<file path="config.mk">
export PLATFORM = sky130hd
export DESIGN_NAME = dbg_port_top
export DESIGN_NICKNAME = d
export VERILOG_FILES = /design/src/hw/dbg_pkg.sv /design/src/hw/dbg_ctrl_if.sv /design/src/hw/spi_byte_if.sv /design/src/hw/dbg_cmd_handler.sv /design/src/hw/dbg_port_top.sv /design/src/hw/run_ctrl_regs.sv /design/src/hw/spi_slave.sv
export SDC_FILE = /design/constraint.sdc
export NUM_CORES = 1
export LEC_CHECK = 0
export ABC_CLOCK_PERIOD_IN_PS = 2700
export BUFFER_PORTS_ARGS = -buffer_cell sky130_fd_sc_hd__buf_4
export CORE_MARGIN = 5
export CORE_UTILIZATION = 30
export CTS_BUF_LIST = sky130_fd_sc_hd__clkbuf_4 sky130_fd_sc_hd__clkbuf_8
export DETAILED_ROUTE_END_ITERATION = 12
export PLACE_DENSITY = 0.55
export SLEW_MARGIN = 20
export SYNTH_ARGS = -nofsm -noshare
export SYNTH_HDL_FRONTEND = slang
export SYNTH_HIERARCHICAL = 1
export SYNTH_SLANG_ARGS = --single-unit
</file>
<file path="constraint.sdc">
create_clock -name clk -period 2.7 [get_ports clk]
set_input_delay 0 -clock clk [delete_from_list [all_inputs] [get_ports clk]]
set_output_delay 0 -clock clk [all_outputs]
set_load 0.02 [all_outputs]
</file>
<file path="src/hw/dbg_pkg.sv">
package dbg_pkg;

    //////////////////////////////////////////////////
    // Widths shared between the debug port and the core.
    //////////////////////////////////////////////////

    // Instruction word width.
    localparam int ILEN = 32;

    // Integer register index width, 32 registers.
    localparam int REG_SEL_W = 5;

    //////////////////////////////////////////////////
    // Command codes, one byte each.
    //////////////////////////////////////////////////

    typedef enum logic [7:0] {
        CMD_NOP        = 8'h00,
        CMD_ECHO       = 8'h01,
        CMD_TOGGLE_LED = 8'h02,
        CMD_RUN        = 8'h03,
        CMD_HALT       = 8'h04,
        CMD_STEP       = 8'h05,
        CMD_GET_PC     = 8'h06,
        CMD_GET_INSTR  = 8'h07,
        CMD_GET_REG    = 8'h08
    } dbg_cmd_e;

    //////////////////////////////////////////////////
    // Command handler states.
    //////////////////////////////////////////////////

    // ST_ECHO waits for the byte to return.
    // ST_REG_INDEX waits for the register index byte.
    // ST_REG_LOAD captures the register value one cycle after the index.
    // ST_REPLYING sends buffered bytes, MSB first.
    typedef enum logic [2:0] {
        ST_IDLE,
        ST_ECHO,
        ST_REG_INDEX,
        ST_REG_LOAD,
        ST_REPLYING
    } dbg_state_e;

endpackage

</file>
<file path="src/hw/dbg_ctrl_if.sv">
`timescale 1ns/1ps

interface dbg_ctrl_if;

    // One-cycle strobes from the command handler.
    logic run_on;
    logic run_off;
    logic step;
    logic led_toggle;

    modport source (
        output run_on,
        output run_off,
        output step,
        output led_toggle
    );

    modport sink (
        input run_on,
        input run_off,
        input step,
        input led_toggle
    );

endinterface

</file>
<file path="src/hw/spi_byte_if.sv">
`timescale 1ns/1ps

interface spi_byte_if;

    // Byte received from the host, valid with rx_valid.
    logic [7:0] rx_data;
    logic       rx_valid;

    // Byte to send during the next transfer.
    logic [7:0] tx_data;
    logic       tx_load;

    modport slave (
        output rx_data,
        output rx_valid,
        output tx_load,
        input  tx_data
    );

    modport handler (
        input  rx_data,
        input  rx_valid,
        input  tx_load,
        output tx_data
    );

endinterface

</file>
<file path="src/hw/dbg_cmd_handler.sv">
`timescale 1ns/1ps

module dbg_cmd_handler #(
    parameter int XLEN = 64
) (
    input  logic                           clk,
    input  logic                           rst,
    spi_byte_if.handler                    bus,
    dbg_ctrl_if.source                     ctrl,
    input  logic [XLEN-1:0]                core_pc,
    input  logic [dbg_pkg::ILEN-1:0]       core_instr,
    output logic [dbg_pkg::REG_SEL_W-1:0]  reg_sel,
    input  logic [XLEN-1:0]                reg_data
);

    localparam int XBYTES = XLEN / 8;
    localparam int IBYTES = dbg_pkg::ILEN / 8;
    localparam int CNT_W  = $clog2(XBYTES + 1);

    dbg_pkg::dbg_state_e state;

    logic [XLEN-1:0]  reply_buf;
    logic [CNT_W-1:0] reply_cnt;
    logic             shift_pending;

    //////////////////////////////////////////////////
    // Command decode and reply sequencing.
    //////////////////////////////////////////////////

    always_ff @(posedge clk) begin
        if (rst) begin
            state           <= dbg_pkg::ST_IDLE;
            bus.tx_data     <= 8'h00;
            reply_cnt       <= '0;
            shift_pending   <= 1'b0;
            reg_sel         <= '0;
            ctrl.run_on     <= 1'b0;
            ctrl.run_off    <= 1'b0;
            ctrl.step       <= 1'b0;
            ctrl.led_toggle <= 1'b0;
        end else begin
            ctrl.run_on     <= 1'b0;
            ctrl.run_off    <= 1'b0;
            ctrl.step       <= 1'b0;
            ctrl.led_toggle <= 1'b0;

            // Advance the buffer once the slave holds the byte just sent.
            if (bus.tx_load && shift_pending) begin
                reply_buf     <= reply_buf << 8;
                shift_pending <= 1'b0;
            end

            case (state)
                dbg_pkg::ST_IDLE: begin
                    if (bus.rx_valid) begin
                        bus.tx_data <= 8'h00;
                        case (dbg_pkg::dbg_cmd_e'(bus.rx_data))
                            dbg_pkg::CMD_ECHO: begin
                                bus.tx_data <= 8'h01;
                                state       <= dbg_pkg::ST_ECHO;
                            end
                            dbg_pkg::CMD_TOGGLE_LED: ctrl.led_toggle <= 1'b1;
                            dbg_pkg::CMD_RUN:        ctrl.run_on     <= 1'b1;
                            dbg_pkg::CMD_HALT:       ctrl.run_off    <= 1'b1;
                            dbg_pkg::CMD_STEP:       ctrl.step       <= 1'b1;
                            dbg_pkg::CMD_GET_PC: begin
                                bus.tx_data <= 8'(XBYTES);
                                reply_buf   <= core_pc;
                                reply_cnt   <= CNT_W'(XBYTES);
                                state       <= dbg_pkg::ST_REPLYING;
                            end
                            dbg_pkg::CMD_GET_INSTR: begin
                                // Instruction sits in the top bytes so it leaves MSB first.
                                bus.tx_data <= 8'(IBYTES);
                                reply_buf   <= XLEN'(core_instr) << (XLEN - dbg_pkg::ILEN);
                                reply_cnt   <= CNT_W'(IBYTES);
                                state       <= dbg_pkg::ST_REPLYING;
                            end
                            dbg_pkg::CMD_GET_REG: state <= dbg_pkg::ST_REG_INDEX;
                            default: ;
                        endcase
                    end
                end

                dbg_pkg::ST_ECHO: begin
                    if (bus.rx_valid) begin
                        bus.tx_data <= bus.rx_data;
                        state       <= dbg_pkg::ST_IDLE;
                    end
                end

                dbg_pkg::ST_REG_INDEX: begin
                    if (bus.rx_valid) begin
                        reg_sel     <= bus.rx_data[dbg_pkg::REG_SEL_W-1:0];
                        bus.tx_data <= 8'(XBYTES);
                        state       <= dbg_pkg::ST_REG_LOAD;
                    end
                end

                // Register file answers the new index within this cycle.
                dbg_pkg::ST_REG_LOAD: begin
                    reply_buf <= reg_data;
                    reply_cnt <= CNT_W'(XBYTES);
                    state     <= dbg_pkg::ST_REPLYING;
                end

                dbg_pkg::ST_REPLYING: begin
                    if (bus.rx_valid) begin
                        bus.tx_data   <= reply_buf[XLEN-1 -: 8];
                        shift_pending <= 1'b1;
                        reply_cnt     <= reply_cnt - CNT_W'(1);
                        if (reply_cnt == CNT_W'(1)) begin
                            state <= dbg_pkg::ST_IDLE;
                        end
                    end
                end

                default: state <= dbg_pkg::ST_IDLE;
            endcase
        end
    end

endmodule

</file>
<file path="src/hw/dbg_port_top.sv">
`timescale 1ns/1ps

module dbg_port_top #(
    parameter int XLEN = 64
) (
    input  logic                           clk,
    input  logic                           rst,

    // SPI link to the host, mode 0.
    input  logic                           sclk,
    input  logic                           mosi,
    output logic                           miso,
    input  logic                           ss_n,

    output logic                           led,
    output logic                           core_clk_en,

    // Core observation.
    input  logic [XLEN-1:0]                core_pc,
    input  logic [dbg_pkg::ILEN-1:0]       core_instr,
    output logic [dbg_pkg::REG_SEL_W-1:0]  reg_sel,
    input  logic [XLEN-1:0]                reg_data
);

    spi_byte_if byte_bus ();
    dbg_ctrl_if ctrl_bus ();

    //////////////////////////////////////////////////
    // SPI byte slave.
    //////////////////////////////////////////////////

    spi_slave u_spi_slave (
        .clk  (clk),
        .rst  (rst),
        .sclk (sclk),
        .mosi (mosi),
        .ss_n (ss_n),
        .miso (miso),
        .bus  (byte_bus.slave)
    );

    //////////////////////////////////////////////////
    // Command handler.
    //////////////////////////////////////////////////

    dbg_cmd_handler #(
        .XLEN (XLEN)
    ) u_cmd_handler (
        .clk        (clk),
        .rst        (rst),
        .bus        (byte_bus.handler),
        .ctrl       (ctrl_bus.source),
        .core_pc    (core_pc),
        .core_instr (core_instr),
        .reg_sel    (reg_sel),
        .reg_data   (reg_data)
    );

    // LED and core run control.
    run_ctrl_regs u_run_ctrl (
        .clk         (clk),
        .rst         (rst),
        .ctrl        (ctrl_bus.sink),
        .led         (led),
        .core_clk_en (core_clk_en)
    );

endmodule

</file>
<file path="src/hw/run_ctrl_regs.sv">
`timescale 1ns/1ps

module run_ctrl_regs (
    input  logic      clk,
    input  logic      rst,
    dbg_ctrl_if.sink  ctrl,
    output logic      led,
    output logic      core_clk_en
);

    logic run_q;
    logic run_next;

    //////////////////////////////////////////////////
    // Run level and clock enable.
    //////////////////////////////////////////////////

    always_comb begin
        run_next = run_q;
        if (ctrl.run_on) begin
            run_next = 1'b1;
        end else if (ctrl.run_off) begin
            run_next = 1'b0;
        end
    end

    // A step adds one enabled cycle, invisible while already running.
    always_ff @(posedge clk) begin
        if (rst) begin
            run_q       <= 1'b0;
            core_clk_en <= 1'b0;
        end else begin
            run_q       <= run_next;
            core_clk_en <= run_next | ctrl.step;
        end
    end

    //////////////////////////////////////////////////
    // Indicator LED.
    //////////////////////////////////////////////////

    always_ff @(posedge clk) begin
        if (rst) begin
            led <= 1'b0;
        end else if (ctrl.led_toggle) begin
            led <= ~led;
        end
    end

endmodule

</file>
<file path="src/hw/spi_slave.sv">
`timescale 1ns/1ps

module spi_slave (
    input  logic       clk,
    input  logic       rst,
    input  logic       sclk,
    input  logic       mosi,
    input  logic       ss_n,
    output logic       miso,
    spi_byte_if.slave  bus
);

    logic       sclk_meta;
    logic       sclk_sync;
    logic       sclk_prev;
    logic       mosi_meta;
    logic       mosi_sync;
    logic       ss_meta;
    logic       ss_sync;
    logic       ss_prev;

    logic       sclk_rise;
    logic       sclk_fall;
    logic       ss_fall;

    logic [2:0] bit_cnt;
    logic [7:0] rx_shift;
    logic [7:0] tx_shift;
    logic       rx_valid_q;
    logic [1:0] load_dly;

    //////////////////////////////////////////////////
    // Pin synchronizers and edge detection.
    //////////////////////////////////////////////////

    always_ff @(posedge clk) begin
        if (rst) begin
            sclk_meta <= 1'b0;
            sclk_sync <= 1'b0;
            sclk_prev <= 1'b0;
            mosi_meta <= 1'b0;
            mosi_sync <= 1'b0;
            ss_meta   <= 1'b1;
            ss_sync   <= 1'b1;
            ss_prev   <= 1'b1;
        end else begin
            sclk_meta <= sclk;
            sclk_sync <= sclk_meta;
            sclk_prev <= sclk_sync;
            mosi_meta <= mosi;
            mosi_sync <= mosi_meta;
            ss_meta   <= ss_n;
            ss_sync   <= ss_meta;
            ss_prev   <= ss_sync;
        end
    end

    assign sclk_rise = sclk_sync & ~sclk_prev;
    assign sclk_fall = ~sclk_sync & sclk_prev;
    assign ss_fall   = ss_prev & ~ss_sync;

    //////////////////////////////////////////////////
    // Byte assembly and reply shifting.
    //////////////////////////////////////////////////

    // Next reply byte is taken at select or two cycles after a full byte.
    assign bus.tx_load = load_dly[1] | (ss_fall & (bit_cnt == 3'd0));

    always_ff @(posedge clk) begin
        if (rst) begin
            bit_cnt    <= 3'd0;
            tx_shift   <= 8'h00;
            rx_valid_q <= 1'b0;
            load_dly   <= 2'b00;
        end else begin
            rx_valid_q <= 1'b0;
            load_dly   <= {load_dly[0], rx_valid_q};

            if (ss_sync) begin
                bit_cnt <= 3'd0;
            end else if (sclk_rise) begin
                bit_cnt <= bit_cnt + 3'd1;
                if (bit_cnt == 3'd7) begin
                    rx_valid_q <= 1'b1;
                end
            end

            // The falling edge that closes a byte must not shift out the new reply.
            if (bus.tx_load) begin
                tx_shift <= bus.tx_data;
            end else if (sclk_fall && !ss_sync && bit_cnt != 3'd0) begin
                tx_shift <= {tx_shift[6:0], 1'b0};
            end
        end
    end

    always_ff @(posedge clk) begin
        if (sclk_rise && !ss_sync) begin
            rx_shift <= {rx_shift[6:0], mosi_sync};
        end
    end

    assign bus.rx_data  = rx_shift;
    assign bus.rx_valid = rx_valid_q;
    assign miso         = tx_shift[7];

endmodule

</file>
==> After elaboration in Yosys (flattened, before gate mapping) <==
Cells that the tools add are included.
{ "classes": {"n_mul": 0, "n_reduce_logical": 19, "bitwise": 13, "muxes": 33, "div": 0, "n_addsub": 2, "eq_ne": 21, "n_lt_le_gt_ge": 0, "n_shift": 0} }
{ "ops": {"columns": ["cell", "n"], "rows": [
  ["case mux 64 bit (2 select lines)", 2],
  ["2-to-1 mux 64 bit", 2],
  ["2-to-1 mux 8 bit", 6],
  ["equality test 8 x 3 -> 1 bit (second input constant)", 4],
  ["case mux 8 bit (4 select lines)", 1],
  ["case mux 4 bit (3 select lines)", 2],
  ["equality test 8 x 2 -> 1 bit (second input constant)", 2],
  ["2-to-1 mux 3 bit", 5],
  ["case mux 3 bit (5 select lines)", 1],
  ["2-to-1 mux 1 bit", 10],
  ["case mux 3 bit (3 select lines)", 1],
  ["equality test 8 x 1 -> 1 bit (second input constant)", 1],
  ["equality test 8 x 4 -> 1 bit (second input constant)", 1],
  ["2-to-1 mux 4 bit", 2],
  ["!= test 2 bit (second input constant)", 4],
  ["case mux 4 bit (2 select lines)", 1],
  ["NOT 1 bit", 7],
  ["equality test 3 x 2 -> 1 bit (second input constant)", 2],
  ["equality test 3 bit (second input constant)", 2],
  ["logical NOT 3 bit", 2],
  ["AND reduction 6 bit", 1],
  ["nonzero test 3 bit", 2],
  ["OR reduction 3 bit", 2],
  ["AND reduction 5 bit", 1],
  ["other kinds (16)", 24]
]} }
{ "word_totals": {"ff_bits": 122, "romBits": 0, "out_inout_bits": 8, "ramBits": 0, "latch_bits": 0, "input_bits": 165, "wordCells": 114, "n_memories": 0} }

==> Logic depth before layout (Yosys ltp) <==
{ "depth": {"ltp_word": 9, "mapped_depth": 10, "mapped_depth_nobuf": 8} }

==> Hierarchy <==
The synthesis kept the hierarchy.
{ "by_module_without_submodules": {"columns": ["module", "cells_per_inst", "area_each_um2", "seq_area_each_um2", "instances"], "rows": [
  ["dbg_cmd_handler", 464, 5196.2, 2422.3, 1],
  ["spi_slave", 82, 1072.3, 680.7, 1],
  ["run_ctrl_regs", 10, 111.4, 60.1, 1]
]} }

==> Least setup slack after synthesis <==
Ideal clock, no wire load.
{ "synth_timing": {"path_type": "register -> register", "startpoint": "reg u_spi_slave.bit_cnt[0]", "endpoint": "reg u_cmd_handler.reply_buf[24], data pin", "synth_period_minus_slack_ns": 2.530, "slack_ns": 0.170, "path_stages_with_launch": 10, "setup_time_ns": 0.261, "required_time_ns": 2.439, "n_path_buf": 1, "t_arrival_ns": 2.269, "cell_sequence": "dfxtp_1 inv_1 ha_1 nor2b_4 a31o_4 nand2_1 clkbuf_1 mux2i_1 nor3_1 a221o_1"} }
{ "synth_via": {"elab_chain_len": 8} }
{ "synth_lines": {"columns": ["item", "line_no", "text"], "rows": [
  ["start, declared", "spi_slave.sv:26", "logic [2:0] bit_cnt;"],
  ["start signal, assigned", "spi_slave.sv:82", "bit_cnt <= bit_cnt + 3'd1;"],
  ["logical NOT 3 bit (*)", "spi_slave.sv:67", "assign bus.tx_load = load_dly[1] | (ss_fall & (bit_cnt == 3'd0));"],
  ["bitwise AND 1 bit (*)", "spi_slave.sv:67", null],
  ["OR 1 bit (*)", "spi_slave.sv:67", null],
  ["named net byte_bus.tx_load", "spi_byte_if.sv:11", "logic tx_load;"],
  ["logical AND 1 bit (*)", "dbg_cmd_handler.sv:48", "if (bus.tx_load && shift_pending) begin"],
  ["2-to-1 mux 64 bit (*)", "dbg_cmd_handler.sv:48", null],
  ["case mux 64 bit (2 select lines)", "dbg_cmd_handler.sv:57", "case (dbg_pkg::dbg_cmd_e'(bus.rx_data))"],
  ["2-to-1 mux 64 bit", "dbg_cmd_handler.sv:55", "if (bus.rx_valid) begin"],
  ["case mux 64 bit (2 select lines) (*)", "dbg_cmd_handler.sv:53", "case (state)"],
  ["end signal, assigned", "dbg_cmd_handler.sv:49", "reply_buf <= reply_buf << 8;"],
  ["end signal, assigned", "dbg_cmd_handler.sv:68", "reply_buf <= core_pc;"],
  ["end signal, assigned", "dbg_cmd_handler.sv:75", "reply_buf <= XLEN'(core_instr) << (XLEN - dbg_pkg::ILEN);"],
  ["end, declared", "dbg_cmd_handler.sv:22", "logic [XLEN-1:0] reply_buf;"]
]} }
Mark *: on every way through the listed nets, which the timed path passes. The rest lies on a longest branch.
A chain may end at the register's enable or synchronous reset.

==> Final worst setup path <==
{ "layout_timing": {"startpoint": "reg u_spi_slave.bit_cnt[0]", "endpoint": "reg u_cmd_handler.reply_buf[1], data pin"} }
The elaborated chain is that of the path after synthesis.

==> impl_metrics.csv <==
group,metric,value,unit
synth,ys_ff_latch,122,
sta,fin_hold_ws,0.00742,ns
synth,synth_seq_area_share,49.6,%
power,clkPwrFrac,38.1,%
synth,yosysWarnings,6,
grt,track_usage,16.4,%
synth,synth.cell_area,6380,sq um
power,power_density,426,nW/um^2
clock_network,clk_pin_slew,0.07,ns
synth,async_reset_ff_share,0,%
power,pwr-share-seq,49.5,%
setup_path,path_class,"flip-flop to flip-flop",
clock_network,clock-root-buffer,"clkbuf_8",
clock_network,h-tree-depth,4,
placed_design,gp_congestion,0.806,
power,swShare,21.5,%
route,drcViolationCount,0,
floorplan,die_y,156,um
setup_path,path_max_fanout,8,
grt,grt_pass1_vias,6173,
cells_and_area,area_growth,54.7,%
cells_and_area,mostFrequentLayoutCells,"buf_4, dlygate4sd3_1, mux2i_1, edfxtp_1, dfxtp_1",
synth,syn-num-nets,726,
route,via_per_inst,5.00,
sta,hold_viol_final,0,
cells_and_area,nNetsFinal,1038,
floorplan,placementRows,53,
synth,syn_inst,556,
power,switchingPower,905,uW
grt,antenna_found_initial,0,
clock_network,clockBufferDepth,2,
grt,grt_pass1_wl,31800,um
route,ant_nets,0,
sta,setup_viol,0,
floorplan,die-area,24300,sq um
synth,syn_area_per_cell,11.5,sq um
route,routedWlPerCell,17.8,um
power,p_int,3300,uW
floorplan,initial_utilization,30.4,%
grt,grt_max_degree,43,
power,irDropWorstVdd,0.267,mV
route,dr.first_iter.drc_count,309,
floorplan,core_area,21000,sq um
sta,fin_tns_setup,0,ns
route,wl,20600,um
sta,fin_crit,2.60,ns
placed_design,hpwl,13800,um
floorplan,io_pins,173,
cells_and_area,drive_gt1_share,28.7,%
synth,synth_edf_count,72,
power,finalPower,4200,uW
setup_path,end_kind,"flip-flop",
run_status,status,"completed",
sta,fmax,384,MHz
clock_network,cts_buffers,17,
cells_and_area,insertedDiodeCount,0,
route,vias,5781,
route,dr.pass1.iters,5,
sta,fin_skew,0.0129,ns
clock_network,clock_sinks,122,
synth,ys_types,58,
sta,period_share,96.5,%
worst_hold_path,hp-class,"input pin to flip-flop",
setup_path,worst_ep_required_time,2.99,ns
synth,synth_ff_type,"edfxtp_1",
sta,slew_violations,0,
clock_network,cts_tree,"built",
setup_path,cp.arrival,2.90,ns
sta,rsz0062_at_grt,"no",
grt,grt_overflow,0,
power,p_comb_share,12.4,%
cells_and_area,layout_commonest_cell,"buf_4",
job,cap_violations,0,
sta,relSlewSlack,20.2,%
power,leakagePower,0.00408,uW
placed_design,port_buffers,172,
sta,worstMarginPinSlew,1.19,ns
setup_path,start_kind,"flip-flop",
clock_network,insertion_delay,0.43,ns
floorplan,die_w,156,um
==> final cells by class <==
| class | instances | area [sq um] |
|---|---|---|
| inverter | 9 | 33.8 |
| sequential | 122 | 3160 |
| clock inverter | 6 | 58.8 |
| multi-input combinational | 378 | 2960 |
| fill | 1935 | 11100 |
| timing repair buffer | 340 | 2970 |
| tap | 275 | 344 |
| clock buffer | 26 | 339 |
==> cell families after synthesis <==
logic type	after synthesis	share of synthesized area (%)
flip-flops	122	49.6
AND/OR/NAND/NOR	161	14.5
AO/OA/AOI/OAI	114	15.4
XOR/XNOR	3	0.412
adder cells (fa/ha/maj)	6	1.14
buffers and inverters	56	4.22
multiplexers	94	14.7
==> power groups by stage <==
stage	sequential [uW]	combinational, uW	clock (uW)
after floorplan	2100	124	0
after global placement	2120	339	0
after detailed placement	2120	348	0
after CTS	2080	517	1650
after global routing	2090	562	1730
final	2080	520	1600
==> timing repair <==
item                                   CTS  global route
gates resized for setup                  0             5
setup endpoints to repair                0             6
hold buffers                           143             0
setup buffers                            0             3
endpoints found under the hold margin   84             0
==> flip-flops by register name, summed over array words and instances (netlist names), 2 cells and up <==
name / count
u_cmd_handler/reply_buf: 64
u_spi_slave/load_dly: 2
u_spi_slave/bit_cnt: 3
u_cmd_handler/bus.tx_data: 8
u_spi_slave/bus.rx_data: 8
u_cmd_handler/state: 3
u_cmd_handler/reply_cnt: 4
u_cmd_handler/reg_sel: 5
u_spi_slave/tx_shift: 8
==> routing by layer <==
layer | wire length, um | vias to the layer above | track usage, %
met5 | 0 | - | 0
met4 | 399 | 0 | 5.38
met3 | 1320 | 27 | 3.55
met2 | 10100 | 205 | 27.8
met1 | 8800 | 2747 | 20.7
li1 | - | 2802 | -
==> worst max-delay path: stages (launching register included) <==
cell and delay (ns):
dfxtp_2 0.35, inv_1 0.05, ha_1 0.19, nor2b_4 0.14, a31o_4 0.26, and2_2 0.26
nor3_1 0.92, a221o_1 0.29
==> through the flow <==
step / setup WS (ns) / instances / area [sq um] / utilization, %
6_report: 0.0955 / 1156 / 9870 / 47.1
5_1_grt: 0.0375 / 1156 / 9870 / 47.1
4_1_cts: 0.0392 / 1152 / 9810 / 46.8
3_5_place_dp: 0.214 / 977 / 7980 / 38.1
3_3_place_gp: 0.270 / 977 / 7980 / 38.1
2_1_floorplan: 0.170 / 556 / 6380 / -
==> synth_stat cells, types with 5 or more instances <==
master / number / area share (%)
a21oi_1: 5 / 0.39
a221o_1: 39 / 6.1
a22o_1: 5 / 0.69
a22oi_1: 6 / 0.71
and2_1: 10 / 0.98
and3_1: 11 / 1.1
buf_1: 5 / 0.29
buf_2: 7 / 0.55
buf_4: 5 / 0.59
clkbuf_1: 25 / 1.5
dfxtp_1: 50 / 16
edfxtp_1: 72 / 34
ha_1: 5 / 0.98
inv_1: 9 / 0.53
mux2i_1: 94 / 15
nand2_1: 38 / 2.2
nor2_1: 22 / 1.3
nor2b_1: 13 / 1.3
nor3_1: 30 / 2.4
o21ai_0: 9 / 0.71
o221ai_1: 32 / 4.4
==> path summary, 6_finish.rpt <==
path | start | endpoint | slack, ns | cells after the start
max | u_spi_slave/bit_cnt[0]$_SDFFE_PP0P_ | u_cmd_handler/reply_buf[1]$_DFFE_PN_ | 0.1 | 7
min | core_instr[5] | u_cmd_handler/reply_buf[37]$_DFFE_PN_ | 0.007 | 3
max reg2reg | u_spi_slave/bit_cnt[0]$_SDFFE_PP0P_ | u_cmd_handler/reply_buf[1]$_DFFE_PN_ | 0.1 | 7
min reg2reg | u_spi_slave/mosi_sync$_SDFF_PP0_ | u_spi_slave/bus.rx_data[0]$_DFFE_PP_ | 0.40 | 0
Note: power is estimated with default switching activity, not from simulation.
